### config.mk
export PLATFORM = sky130hd
export DESIGN_NAME = vrx_top
export DESIGN_NICKNAME = d
export VERILOG_FILES = /design/src/source/vrx_pkg.sv /design/src/source/vrx_wb_regs.sv /design/src/source/vrx_short_fifo.sv /design/src/source/vrx_control.sv /design/src/source/vrx_top.sv
export VERILOG_INCLUDE_DIRS = /design/src /design/src/source
export SDC_FILE = /design/constraint.sdc
export NUM_CORES = 2
export LEC_CHECK = 0
export BUFFER_PORTS_ARGS = -buffer_cell sky130_fd_sc_hd__buf_2
export CORE_MARGIN = 2
export CORE_UTILIZATION = 38
export CTS_BUF_LIST = sky130_fd_sc_hd__clkbuf_16
export CTS_CLUSTER_SIZE = 24
export DETAILED_ROUTE_END_ITERATION = 10
export SYNTH_ARGS = -nofsm -noshare
export SYNTH_HDL_FRONTEND = slang
export SYNTH_SLANG_ARGS = --single-unit
### constraint.sdc
create_clock -name clk -period 4.8 [get_ports clk]
set_input_delay 0.24 -clock clk [delete_from_list [all_inputs] [get_ports clk]]
set_output_delay 0.24 -clock clk [all_outputs]
set_load 0.01 [all_outputs]
### src/source/vrx_defines.svh
`ifndef VRX_DEFINES_SVH
`define VRX_DEFINES_SVH

// Wishbone word addresses
`define VRX_REG_CMD        3'd0
`define VRX_REG_TIME_HI    3'd1
`define VRX_REG_TIME_LO    3'd2   // Write pushes the command
`define VRX_REG_CLEAR      3'd3
`define VRX_REG_STATUS     3'd4

// Width of one DSP sample
`define VRX_SAMPLE_W       32

// Queue depths as log2
`define VRX_CMD_DEPTH_LOG2 4
`define VRX_SMP_DEPTH_LOG2 4

`endif

### src/source/vrx_pkg.sv
`default_nettype none
`include "vrx_defines.svh"

package vrx_pkg;

   // Encodings match the status readback
   typedef enum logic [2:0] {
      st_idle         = 3'd0,
      st_waiting      = 3'd1,
      st_running      = 3'd2,
      st_overrun      = 3'd4,
      st_broken_chain = 3'd5,
      st_late_cmd     = 3'd6
   } vrx_state_t;

   typedef struct packed {
      logic        send_imm;
      logic        chain;         // Follow-on command expected
      logic [29:0] num_lines;
      logic [63:0] trigger_time;
   } vrx_cmd_t;

   typedef struct packed {
      logic overrun;
      logic broken_chain;
      logic late_cmd;
      logic cmd_done;
   } vrx_flags_t;

   typedef struct packed {
      vrx_flags_t               flags;
      logic [63:0]              vita_time;   // Time tag
      logic [`VRX_SAMPLE_W-1:0] sample;
   } vrx_smp_entry_t;

endpackage

`default_nettype wire

### src/source/vrx_wb_regs.sv
`timescale 1ns/1ps
`default_nettype none
`include "vrx_defines.svh"

module vrx_wb_regs
(
   input  wire                              clk,
   input  wire                              arst_n_i,
   input  wire                              wb_cyc_i,
   input  wire                              wb_stb_i,
   input  wire                              wb_we_i,
   input  wire  [2:0]                       wb_adr_i,
   input  wire  [31:0]                      wb_dat_i,
   output logic [31:0]                      wb_dat_o,
   output logic                             wb_ack_o,
   input  wire  vrx_pkg::vrx_state_t        state_i,
   input  wire  [`VRX_CMD_DEPTH_LOG2:0]     cmd_count_i,
   input  wire                              cmd_full_i,
   output logic                             cmd_push_o,
   output vrx_pkg::vrx_cmd_t                cmd_o,
   output logic                             clear_o
);

   logic        req;
   logic        wr_ack;
   logic [31:0] cmd_reg;
   logic [31:0] time_hi;
   logic [31:0] time_lo;
   logic        push_req;
   logic        cmd_dropped;

   assign req    = wb_cyc_i & wb_stb_i & ~wb_ack_o;
   assign wr_ack = wb_ack_o & wb_cyc_i & wb_stb_i & wb_we_i;

   always_ff @(posedge clk or negedge arst_n_i)
   begin
      if (!arst_n_i)
         wb_ack_o <= 1'b0;
      else
         wb_ack_o <= req;   // Single-cycle ack, no wait states
   end

   always_ff @(posedge clk or negedge arst_n_i)
   begin
      if (!arst_n_i)
      begin
         cmd_reg <= '0;
         time_hi <= '0;
         time_lo <= '0;
      end
      else if (wr_ack)
      begin
         case (wb_adr_i)
            `VRX_REG_CMD:     cmd_reg <= wb_dat_i;
            `VRX_REG_TIME_HI: time_hi <= wb_dat_i;
            `VRX_REG_TIME_LO: time_lo <= wb_dat_i;
            default:          ;
         endcase
      end
   end

   always_ff @(posedge clk or negedge arst_n_i)
   begin
      if (!arst_n_i)
      begin
         push_req    <= 1'b0;
         clear_o     <= 1'b0;
         cmd_dropped <= 1'b0;
      end
      else
      begin
         push_req <= wr_ack && (wb_adr_i == `VRX_REG_TIME_LO);
         clear_o  <= wr_ack && (wb_adr_i == `VRX_REG_CLEAR);
         if (clear_o)
            cmd_dropped <= 1'b0;
         else if (push_req && cmd_full_i)
            cmd_dropped <= 1'b1;   // Sticky until cleared
      end
   end

   assign cmd_push_o = push_req & ~cmd_full_i;
   assign cmd_o      = '{send_imm: cmd_reg[31], chain: cmd_reg[30], num_lines: cmd_reg[29:0],
                         trigger_time: {time_hi, time_lo}};

   always_comb
   begin
      wb_dat_o = '0;
      case (wb_adr_i)
         `VRX_REG_CMD:     wb_dat_o = cmd_reg;
         `VRX_REG_TIME_HI: wb_dat_o = time_hi;
         `VRX_REG_TIME_LO: wb_dat_o = time_lo;
         `VRX_REG_STATUS:
         begin
            wb_dat_o[2:0]                         = state_i;
            wb_dat_o[8 +: `VRX_CMD_DEPTH_LOG2+1] = cmd_count_i;
            wb_dat_o[16]                          = cmd_dropped;
         end
         default:          wb_dat_o = '0;
      endcase
   end

   ack_one_cycle: assert property (@(posedge clk) disable iff (!arst_n_i)
      wb_ack_o |=> !wb_ack_o)
      else $error("wb_ack_o held for two cycles");

endmodule

`default_nettype wire

### src/source/vrx_short_fifo.sv
`timescale 1ns/1ps
`default_nettype none

module vrx_short_fifo
#(
   parameter type payload_t  = logic [31:0],
   parameter int  DEPTH_LOG2 = 4
)
(
   input  wire                   clk,
   input  wire                   arst_n_i,
   input  wire                   flush_i,
   input  wire                   push_i,
   input  wire payload_t         data_i,
   output logic                  full_o,
   input  wire                   pop_i,
   output logic                  empty_o,
   output payload_t              data_o,
   output logic [DEPTH_LOG2:0]   count_o
);

   localparam int DEPTH = 2 ** DEPTH_LOG2;

   payload_t              mem [DEPTH];
   logic [DEPTH_LOG2-1:0] wr_ptr;
   logic [DEPTH_LOG2-1:0] rd_ptr;
   logic                  do_push;
   logic                  do_pop;

   assign full_o  = count_o[DEPTH_LOG2];   // Count never exceeds DEPTH
   assign empty_o = (count_o == '0);
   assign do_push = push_i & ~full_o;
   assign do_pop  = pop_i & ~empty_o;
   assign data_o  = mem[rd_ptr];

   always_ff @(posedge clk)
   begin
      if (do_push)
         mem[wr_ptr] <= data_i;
   end

   always_ff @(posedge clk or negedge arst_n_i)
   begin
      if (!arst_n_i)
      begin
         wr_ptr  <= '0;
         rd_ptr  <= '0;
         count_o <= '0;
      end
      else if (flush_i)
      begin
         wr_ptr  <= '0;
         rd_ptr  <= '0;
         count_o <= '0;
      end
      else
      begin
         if (do_push)
            wr_ptr <= wr_ptr + 1'b1;
         if (do_pop)
            rd_ptr <= rd_ptr + 1'b1;
         case ({do_push, do_pop})
            2'b10:   count_o <= count_o + 1'b1;
            2'b01:   count_o <= count_o - 1'b1;
            default: count_o <= count_o;   // Both or neither
         endcase
      end
   end

   no_pop_empty: assert property (@(posedge clk) disable iff (!arst_n_i)
      pop_i |-> !empty_o)
      else $error("pop_i while queue empty");

   push_full_kept: assert property (@(posedge clk) disable iff (!arst_n_i)
      (push_i && full_o && !pop_i && !flush_i) |=> $stable(count_o))
      else $error("count_o changed on push while full");

endmodule

`default_nettype wire

### src/source/vrx_control.sv
`timescale 1ns/1ps
`default_nettype none
`include "vrx_defines.svh"

module vrx_control
(
   input  wire                          clk,
   input  wire                          arst_n_i,
   input  wire                          clear_i,
   input  wire  [63:0]                  vita_time_i,
   input  wire                          cmd_empty_i,
   input  wire  vrx_pkg::vrx_cmd_t      cmd_head_i,
   output logic                         cmd_pop_o,
   input  wire  [`VRX_SAMPLE_W-1:0]     sample_i,
   input  wire                          strobe_i,
   output logic                         run_o,
   output logic                         overrun_o,
   output vrx_pkg::vrx_state_t          state_o,
   input  wire                          smp_full_i,
   output logic                         smp_push_o,
   output vrx_pkg::vrx_smp_entry_t      smp_entry_o
);

   vrx_pkg::vrx_state_t state;
   logic [29:0]         lines_left;
   logic [63:0]         trigger_time;
   logic                send_imm;
   logic                chain;

   logic                time_now;
   logic                time_late;
   logic                go_now;
   logic                too_late;
   logic                last_line;
   logic                next_ready;
   logic                take_sample;
   logic                chain_pop;
   logic                err_state;
   vrx_pkg::vrx_flags_t flags;

   // Time comparison against the loaded trigger
   assign time_now  = (vita_time_i == trigger_time);
   assign time_late = (vita_time_i > trigger_time);
   assign go_now    = time_now | send_imm;
   assign too_late  = time_late & ~send_imm;

   assign run_o     = (state == vrx_pkg::st_running);
   assign overrun_o = (state == vrx_pkg::st_overrun);
   assign state_o   = state;

   assign take_sample = run_o & strobe_i & ~smp_full_i;
   assign last_line   = (lines_left == 30'd1);
   // Chained follow-on with lines still to send
   assign next_ready  = chain & ~cmd_empty_i & (cmd_head_i.num_lines != '0);
   assign chain_pop   = take_sample & last_line & chain;
   assign err_state   = (state == vrx_pkg::st_overrun) |
                        (state == vrx_pkg::st_broken_chain) |
                        (state == vrx_pkg::st_late_cmd);

   assign cmd_pop_o = ~cmd_empty_i & ((state == vrx_pkg::st_idle) | chain_pop);

   always_comb
   begin
      flags.overrun      = (state == vrx_pkg::st_overrun);
      flags.broken_chain = (state == vrx_pkg::st_broken_chain);
      flags.late_cmd     = (state == vrx_pkg::st_late_cmd);
      flags.cmd_done     = run_o & last_line & ~next_ready;
   end

   // Error entries wait here while the queue is full
   assign smp_push_o = ((run_o & strobe_i) | err_state) & ~smp_full_i;

   always_comb
   begin
      smp_entry_o.flags     = flags;
      smp_entry_o.vita_time = vita_time_i;
      smp_entry_o.sample    = err_state ? '0 : sample_i;
   end

   always_ff @(posedge clk or negedge arst_n_i)
   begin
      if (!arst_n_i)
      begin
         state        <= vrx_pkg::st_idle;
         lines_left   <= '0;
         trigger_time <= '0;
         send_imm     <= 1'b0;
         chain        <= 1'b0;
      end
      else if (clear_i)
      begin
         state        <= vrx_pkg::st_idle;
         lines_left   <= '0;
         trigger_time <= '0;
         send_imm     <= 1'b0;
         chain        <= 1'b0;
      end
      else
      begin
         case (state)
            vrx_pkg::st_idle:
               if (!cmd_empty_i)
               begin
                  lines_left   <= cmd_head_i.num_lines;
                  trigger_time <= cmd_head_i.trigger_time;
                  send_imm     <= cmd_head_i.send_imm;
                  chain        <= cmd_head_i.chain;
                  state        <= vrx_pkg::st_waiting;
               end
            vrx_pkg::st_waiting:
               if (go_now)
                  state <= vrx_pkg::st_running;
               else if (too_late)
                  state <= vrx_pkg::st_late_cmd;
            vrx_pkg::st_running:
               if (strobe_i)
               begin
                  if (smp_full_i)
                     state <= vrx_pkg::st_overrun;   // Sample dropped
                  else
                  begin
                     lines_left <= lines_left - 1'b1;
                     if (last_line)
                     begin
                        if (!chain)
                           state <= vrx_pkg::st_idle;
                        else if (cmd_empty_i)
                           state <= vrx_pkg::st_broken_chain;
                        else
                        begin
                           // Next command continues the stream
                           lines_left   <= cmd_head_i.num_lines;
                           trigger_time <= cmd_head_i.trigger_time;
                           send_imm     <= cmd_head_i.send_imm;
                           chain        <= cmd_head_i.chain;
                           if (cmd_head_i.num_lines == '0)
                              state <= vrx_pkg::st_idle;   // Stop marker
                        end
                     end
                  end
               end
            vrx_pkg::st_overrun, vrx_pkg::st_broken_chain, vrx_pkg::st_late_cmd:
               if (!smp_full_i)
                  state <= vrx_pkg::st_idle;
            default:
               state <= vrx_pkg::st_idle;
         endcase
      end
   end

   // Sample queue never written when it has no room
   no_push_full: assert property (@(posedge clk) disable iff (!arst_n_i)
      smp_full_i |-> !smp_push_o)
      else $error("smp_push_o while sample queue full");

endmodule

`default_nettype wire

### src/source/vrx_top.sv
`timescale 1ns/1ps
`default_nettype none
`include "vrx_defines.svh"

module vrx_top
(
   input  wire                          clk,
   input  wire                          arst_n_i,
   input  wire                          clear_i,
   input  wire                          wb_cyc_i,
   input  wire                          wb_stb_i,
   input  wire                          wb_we_i,
   input  wire  [2:0]                   wb_adr_i,
   input  wire  [31:0]                  wb_dat_i,
   output logic [31:0]                  wb_dat_o,
   output logic                         wb_ack_o,
   input  wire  [63:0]                  vita_time_i,
   input  wire  [`VRX_SAMPLE_W-1:0]     sample_i,
   input  wire                          strobe_i,
   output logic                         run_o,
   output logic                         overrun_o,
   output logic                         smp_valid_o,
   output vrx_pkg::vrx_smp_entry_t      smp_data_o,
   input  wire                          smp_ready_i
);

   logic                         clear_reg;
   logic                         clear_all;
   logic                         cmd_push;
   logic                         cmd_full;
   logic                         cmd_pop;
   logic                         cmd_empty;
   logic [`VRX_CMD_DEPTH_LOG2:0] cmd_count;
   vrx_pkg::vrx_cmd_t            cmd_wr;
   vrx_pkg::vrx_cmd_t            cmd_head;
   vrx_pkg::vrx_state_t          state;
   logic                         smp_push;
   logic                         smp_full;
   logic                         smp_empty;
   logic                         smp_pop;
   vrx_pkg::vrx_smp_entry_t      smp_entry;

   assign clear_all   = clear_i | clear_reg;
   assign smp_valid_o = ~smp_empty;
   assign smp_pop     = smp_valid_o & smp_ready_i;   // Framer handshake

   vrx_wb_regs u_regs (
      .clk(clk), .arst_n_i(arst_n_i),
      .wb_cyc_i(wb_cyc_i), .wb_stb_i(wb_stb_i), .wb_we_i(wb_we_i), .wb_adr_i(wb_adr_i),
      .wb_dat_i(wb_dat_i), .wb_dat_o(wb_dat_o), .wb_ack_o(wb_ack_o),
      .state_i(state), .cmd_count_i(cmd_count), .cmd_full_i(cmd_full),
      .cmd_push_o(cmd_push), .cmd_o(cmd_wr), .clear_o(clear_reg));

   vrx_short_fifo #(.payload_t(vrx_pkg::vrx_cmd_t), .DEPTH_LOG2(`VRX_CMD_DEPTH_LOG2)) u_cmd_q (
      .clk(clk), .arst_n_i(arst_n_i), .flush_i(clear_all),
      .push_i(cmd_push), .data_i(cmd_wr), .full_o(cmd_full),
      .pop_i(cmd_pop), .empty_o(cmd_empty), .data_o(cmd_head), .count_o(cmd_count));

   vrx_short_fifo #(.payload_t(vrx_pkg::vrx_smp_entry_t), .DEPTH_LOG2(`VRX_SMP_DEPTH_LOG2))
      u_smp_q (
      .clk(clk), .arst_n_i(arst_n_i), .flush_i(clear_all),
      .push_i(smp_push), .data_i(smp_entry), .full_o(smp_full),
      .pop_i(smp_pop), .empty_o(smp_empty), .data_o(smp_data_o), .count_o());

   vrx_control u_ctrl (
      .clk(clk), .arst_n_i(arst_n_i), .clear_i(clear_all), .vita_time_i(vita_time_i),
      .cmd_empty_i(cmd_empty), .cmd_head_i(cmd_head), .cmd_pop_o(cmd_pop),
      .sample_i(sample_i), .strobe_i(strobe_i), .run_o(run_o), .overrun_o(overrun_o),
      .state_o(state), .smp_full_i(smp_full), .smp_push_o(smp_push),
      .smp_entry_o(smp_entry));

endmodule

`default_nettype wire

==> PnR_summary.wiki <==
{| class="wikitable"
! Metric !! Value
|-
| Top-level port count || 275
|-
| Width of the die || 590 um
|-
| Arrival time at the worst endpoint || 4.97 ns
|-
| Post-synthesis sequential area ratio || 76.5%
|-
| Reg clk slew, reported paths || 0.07 ns
|-
| Depth of the CTS H-tree || 5
|-
| Most flop-heavy register || u_smp_q.mem
|-
| Worst Reg2Reg Path Length in Cells || 7
|-
| DP Area || 0.139 mm^2
|-
| PnR worst setup slack || 0.490 ns
|-
| Pre-CTS setup slack || 0.479 ns
|-
| Area of the mapped netlist || 0.130 mm^2
|-
| Via count of the routed design || 64400
|-
| Yosys reg bits || 3361
|-
| Number of enable flip-flop cells after synthesis || 3136
|-
| Clock Path Buffers || 4
|-
| Cell with the largest stage delay on the worst path || sky130_fd_sc_hd__nor4_1
|-
| Area of all placed cells without fillers || 0.151 mm^2
|-
| Hold slack || 0.0886 ns
|-
| Largest net degree at the start of global routing || 159
|-
| Number of pins with negative max-slew slack in the final report || 0
|-
| Number of search-and-repair iterations in the first detailed-routing pass || 5
|-
| Result of the run || complete, no violations
|-
| Core area || 0.342 mm^2
|-
| Power Dens Cells || 505 mW/mm^2
|-
| Flip-flop count of the largest register, all copies and words added || 1600
|-
| Final number of hold-violating endpoints || 0
|-
| Placed wire-length estimate || 188 mm
|-
| Drt wl/cell || 29.9 um
|-
| Hold path startpoint || wb_stb_i
|-
| Clock latency of the later-clocked register in the worst-skew pair || 0.94 ns
|-
| Kind of path behind the tightest hold check || input pin to register
|-
| Post-synth top flop || sky130_fd_sc_hd__edfxtp_1
|-
| Routability-driven placement congestion ratio || 0.816
|-
| Nets in the synthesized netlist || 6159
|-
| Final antenna-violating net count || 0
|-
| Layout overhead on the synthesized area || 16.1%
|-
| Clock tree root driver cell || sky130_fd_sc_hd__clkbuf_16
|-
| Maximum clock frequency || 232 MHz
|-
| Hold path depth || 4
|-
| Required time of the worst setup path || 5.46 ns
|-
| Transition time at the pin with the least slew margin || 1.41 ns
|-
| Initial DRC count || 7262
|-
| Leakage power figure || 48.5 nW
|-
| Die span in y || 590 um
|-
| Mapped Cells || 5936
|-
| PortBufs || 274
|-
| Ratio of final minimum period to clock period || 89.8%
|-
| Number of antenna violations at the first check in global routing || 32
|-
| WL final || 341 mm
|-
| Async set-or-reset flop fraction in the synthesized netlist || 6.69%
|-
| Placed cells || 10600
|-
| TritonCTS buffer count || 345
|-
| GRT Residual Overflow || 0
|-
| Final Critical Period || 4.31 ns
|-
| Top Registers || u_smp_q.mem (1600), u_cmd_q.mem (1536), u_ctrl.trigger_time (64)
|-
| TritonCTS clock tree || built
|-
| Stages on worst setup path || 7
|-
| Final #Nets || 6783
|-
| Critical Setup Path Class || register to register
|-
| Worst slew slack as a fraction of its limit || 5.23%
|-
| Buffering stage count on the worst path with inverters included || 1
|-
| First-pass GRT wire length || 485 mm
|-
| Slack of the worst reg-to-reg path || 0.49 ns
|-
| DIE AREA || 0.348 mm^2
|-
| R2r startpoint || u_cmd_q.rd_ptr[0]$_DFFE_PN0P_
|-
| Hold Path End || u_regs.wb_ack_o$_DFF_PN0_
|-
| Post-detailed-route via-to-cell ratio || 5.65
|-
| Number of cells in the finished layout apart from fillers || 11400
|-
| Synthesis Warnings || 0
|-
| FP Rows || 215
|-
| Layout fillers || 28700
|-
| Unrepaired setup endpoints after global routing || no
|-
| Worst Path Max Fanout || 18
|-
| Crit start category || register
|-
| Cell occurring most often along the worst timing path || sky130_fd_sc_hd__mux4_2
|-
| Number of global-route vias before repair || 65600
|-
| Synth Area per Inst || 22.0 um^2
|-
| Final TNS setup || 0 ns
|-
| Total of endpoints with negative setup slack in the final report || 0
|-
| Number of design rule violations left after detail routing || 0
|-
| Capture instance of the worst register-to-register path || u_smp_q.mem[10][96]$_DFFE_PP_
|-
| Worst clock skew on the final layout || 0.0653 ns
|-
| Starting density of the core || 38.1%
|-
| Unique masters post-synth || 58
|-
| Type of destination of the critical path || register
|-
| Maximum ir drop on the vdd rail || 0.411 mV
|-
| Overall global routing resource usage || 19.3%
|-
| Share of layout cells above drive strength 1 || 29.1%
|-
| CTS Sinks || 3361
|-
| Kind of cell with the highest combined delay on the critical path || simple AND/OR/NAND/NOR gates
|-
| Cell chain of the critical path || buf_4, mux4_2, mux4_2, nor4_1, nand4_1, nor4_2, o211a_1
|-
| Peak per-stage delay on the critical path || 0.69 ns
|-
| Number of maximum-capacitance violations || 0
|}
[report_power, final]
part	leakage [nW]	switching, W	internal (W)	total (W)
sequential	31.6	0.00103	0.0332	0.0342
combinational	11.1	0.00826	0.00690	0.0152
clock	5.80	0.0112	0.0159	0.0271
[cell type report]
class	instances	area, um^2	area share, %
clock inverter	271	2510	1.66
clock buffer	356	8910	5.88
inverter	81	304	0.201
sequential	3361	99800	65.9
tap	4557	5700	3.77
timing repair buffer	583	4880	3.22
multi-input combinational	2188	29200	19.3
antenna	12	30.0	0.0198
[per-stage QoR]
| step | power [W] | util (%) |
|---|---|---|
| floorplan | 0.0448 | - |
| global placement | 0.0498 | 40.5 |
| detailed placement | 0.0501 | 40.5 |
| CTS | 0.0771 | 44.2 |
| global route | 0.0793 | 44.2 |
| finish | 0.0765 | 44.2 |
[worst max-delay path by stage]
stage	start	to
after floorplan	u_ctrl.state_o[1]$_DFFE_PN0P_	u_smp_q.mem[4][0]$_DFFE_PP_
after global placement	u_cmd_q.rd_ptr[0]$_DFFE_PN0P_	u_smp_q.mem[0][96]$_DFFE_PP_
after detailed placement	u_cmd_q.rd_ptr[0]$_DFFE_PN0P_	u_smp_q.mem[10][96]$_DFFE_PP_
after CTS	u_cmd_q.rd_ptr[0]$_DFFE_PN0P_	u_smp_q.mem[9][96]$_DFFE_PP_
after global routing	u_cmd_q.rd_ptr[0]$_DFFE_PN0P_	u_smp_q.mem[10][96]$_DFFE_PP_
final	u_cmd_q.rd_ptr[0]$_DFFE_PN0P_	u_smp_q.mem[10][96]$_DFFE_PP_
[metal layers]
layer | track usage, % | part of all wire (%) | wire [um] | up-vias
met5 | 0 | 0.031 | 107 | -
met4 | 4.61 | 2.1 | 7300 | 14
met3 | 3.18 | 7.5 | 25700 | 495
met2 | 31.2 | 48 | 164000 | 2652
met1 | 27.4 | 42 | 144000 | 35100
li1 | - | - | - | 26100
[synthesized netlist by cell type (all sizes together), types with 5 or more instances]
master | count | area share (%)
a221oi | 50 | 0.34
nor2b | 40 | 0.19
a21o | 10 | 0.058
edfxtp | 3136 | 72
clkbuf | 179 | 0.52
buf | 127 | 0.46
nor3 | 31 | 0.12
nand3b | 5 | 0.029
and4 | 7 | 0.047
a21oi | 168 | 0.64
a211oi | 5 | 0.029
a31oi | 24 | 0.12
mux2 | 98 | 0.85
nand3 | 14 | 0.054
o21ai | 87 | 0.33
nor4 | 14 | 0.082
xor2 | 7 | 0.047
ha | 82 | 0.79
a22oi | 26 | 0.15
dfrtp | 225 | 4.3
mux4 | 907 | 16
nand4 | 21 | 0.10
nor2 | 139 | 0.40
inv | 81 | 0.23
or4 | 5 | 0.029
o31ai | 5 | 0.029
and2 | 37 | 0.18
xnor2 | 12 | 0.086
nand2b | 7 | 0.034
nand2 | 218 | 0.63
mux2i | 133 | 1.0
[worst reg2reg max path, delay by kind of cell, from the launching register on]
kind	cells	cell delay (ns)
AOI/OAI and AO/OA	1	0.55
buffers and inverters	1	0.40
DFF	1	0.56
muxes	2	1.09
and+or+nand+nor	3	1.45
[placed cells by master, fill, tap and decap left out, types with 30 or more instances in the layout]
master	netlist	routed
sky130_fd_sc_hd__dlygate4sd3_1	0	137
sky130_fd_sc_hd__nor2b_1	40	39
sky130_fd_sc_hd__buf_4	8	106
sky130_fd_sc_hd__nor2_1	139	138
sky130_fd_sc_hd__buf_12	0	65
sky130_fd_sc_hd__mux2_2	98	98
sky130_fd_sc_hd__inv_1	81	143
sky130_fd_sc_hd__edfxtp_1	3136	3136
sky130_fd_sc_hd__clkinv_1	0	81
sky130_fd_sc_hd__a221oi_1	50	50
sky130_fd_sc_hd__ha_1	82	82
sky130_fd_sc_hd__clkbuf_16	0	356
sky130_fd_sc_hd__mux4_2	903	903
sky130_fd_sc_hd__nor3_1	31	30
sky130_fd_sc_hd__nand2_1	218	216
sky130_fd_sc_hd__mux2i_1	133	133
sky130_fd_sc_hd__buf_2	53	273
sky130_fd_sc_hd__bufinv_16	0	45
sky130_fd_sc_hd__a21oi_1	168	167
sky130_fd_sc_hd__dfrtp_1	225	217
sky130_fd_sc_hd__clkinv_2	0	49
sky130_fd_sc_hd__o21ai_0	86	86
[repair_timing]
item                      4_1_cts  5_1_grt
buffers inserted                0        0
gates resized for setup         0        0
hold buffers                  138        0
hold endpoints to repair     1732        0
[cells by family (layout without fill, tap and decap cells)]
| logic type | after synthesis | count (layout) | share of synthesized area [%] |
|---|---|---|---|
| fa+ha+maj | 84 | 84 | 0.817 |
| compound gates | 398 | 398 | 1.84 |
| buf+inv | 387 | 1291 | 1.20 |
| other cells | 0 | 12 | 0 |
| simple gates | 549 | 549 | 1.95 |
| xor+xnor | 19 | 19 | 0.133 |
| mux | 1138 | 1138 | 17.5 |
| flops | 3361 | 3361 | 76.5 |
Power figures use the tool's default switching activity.
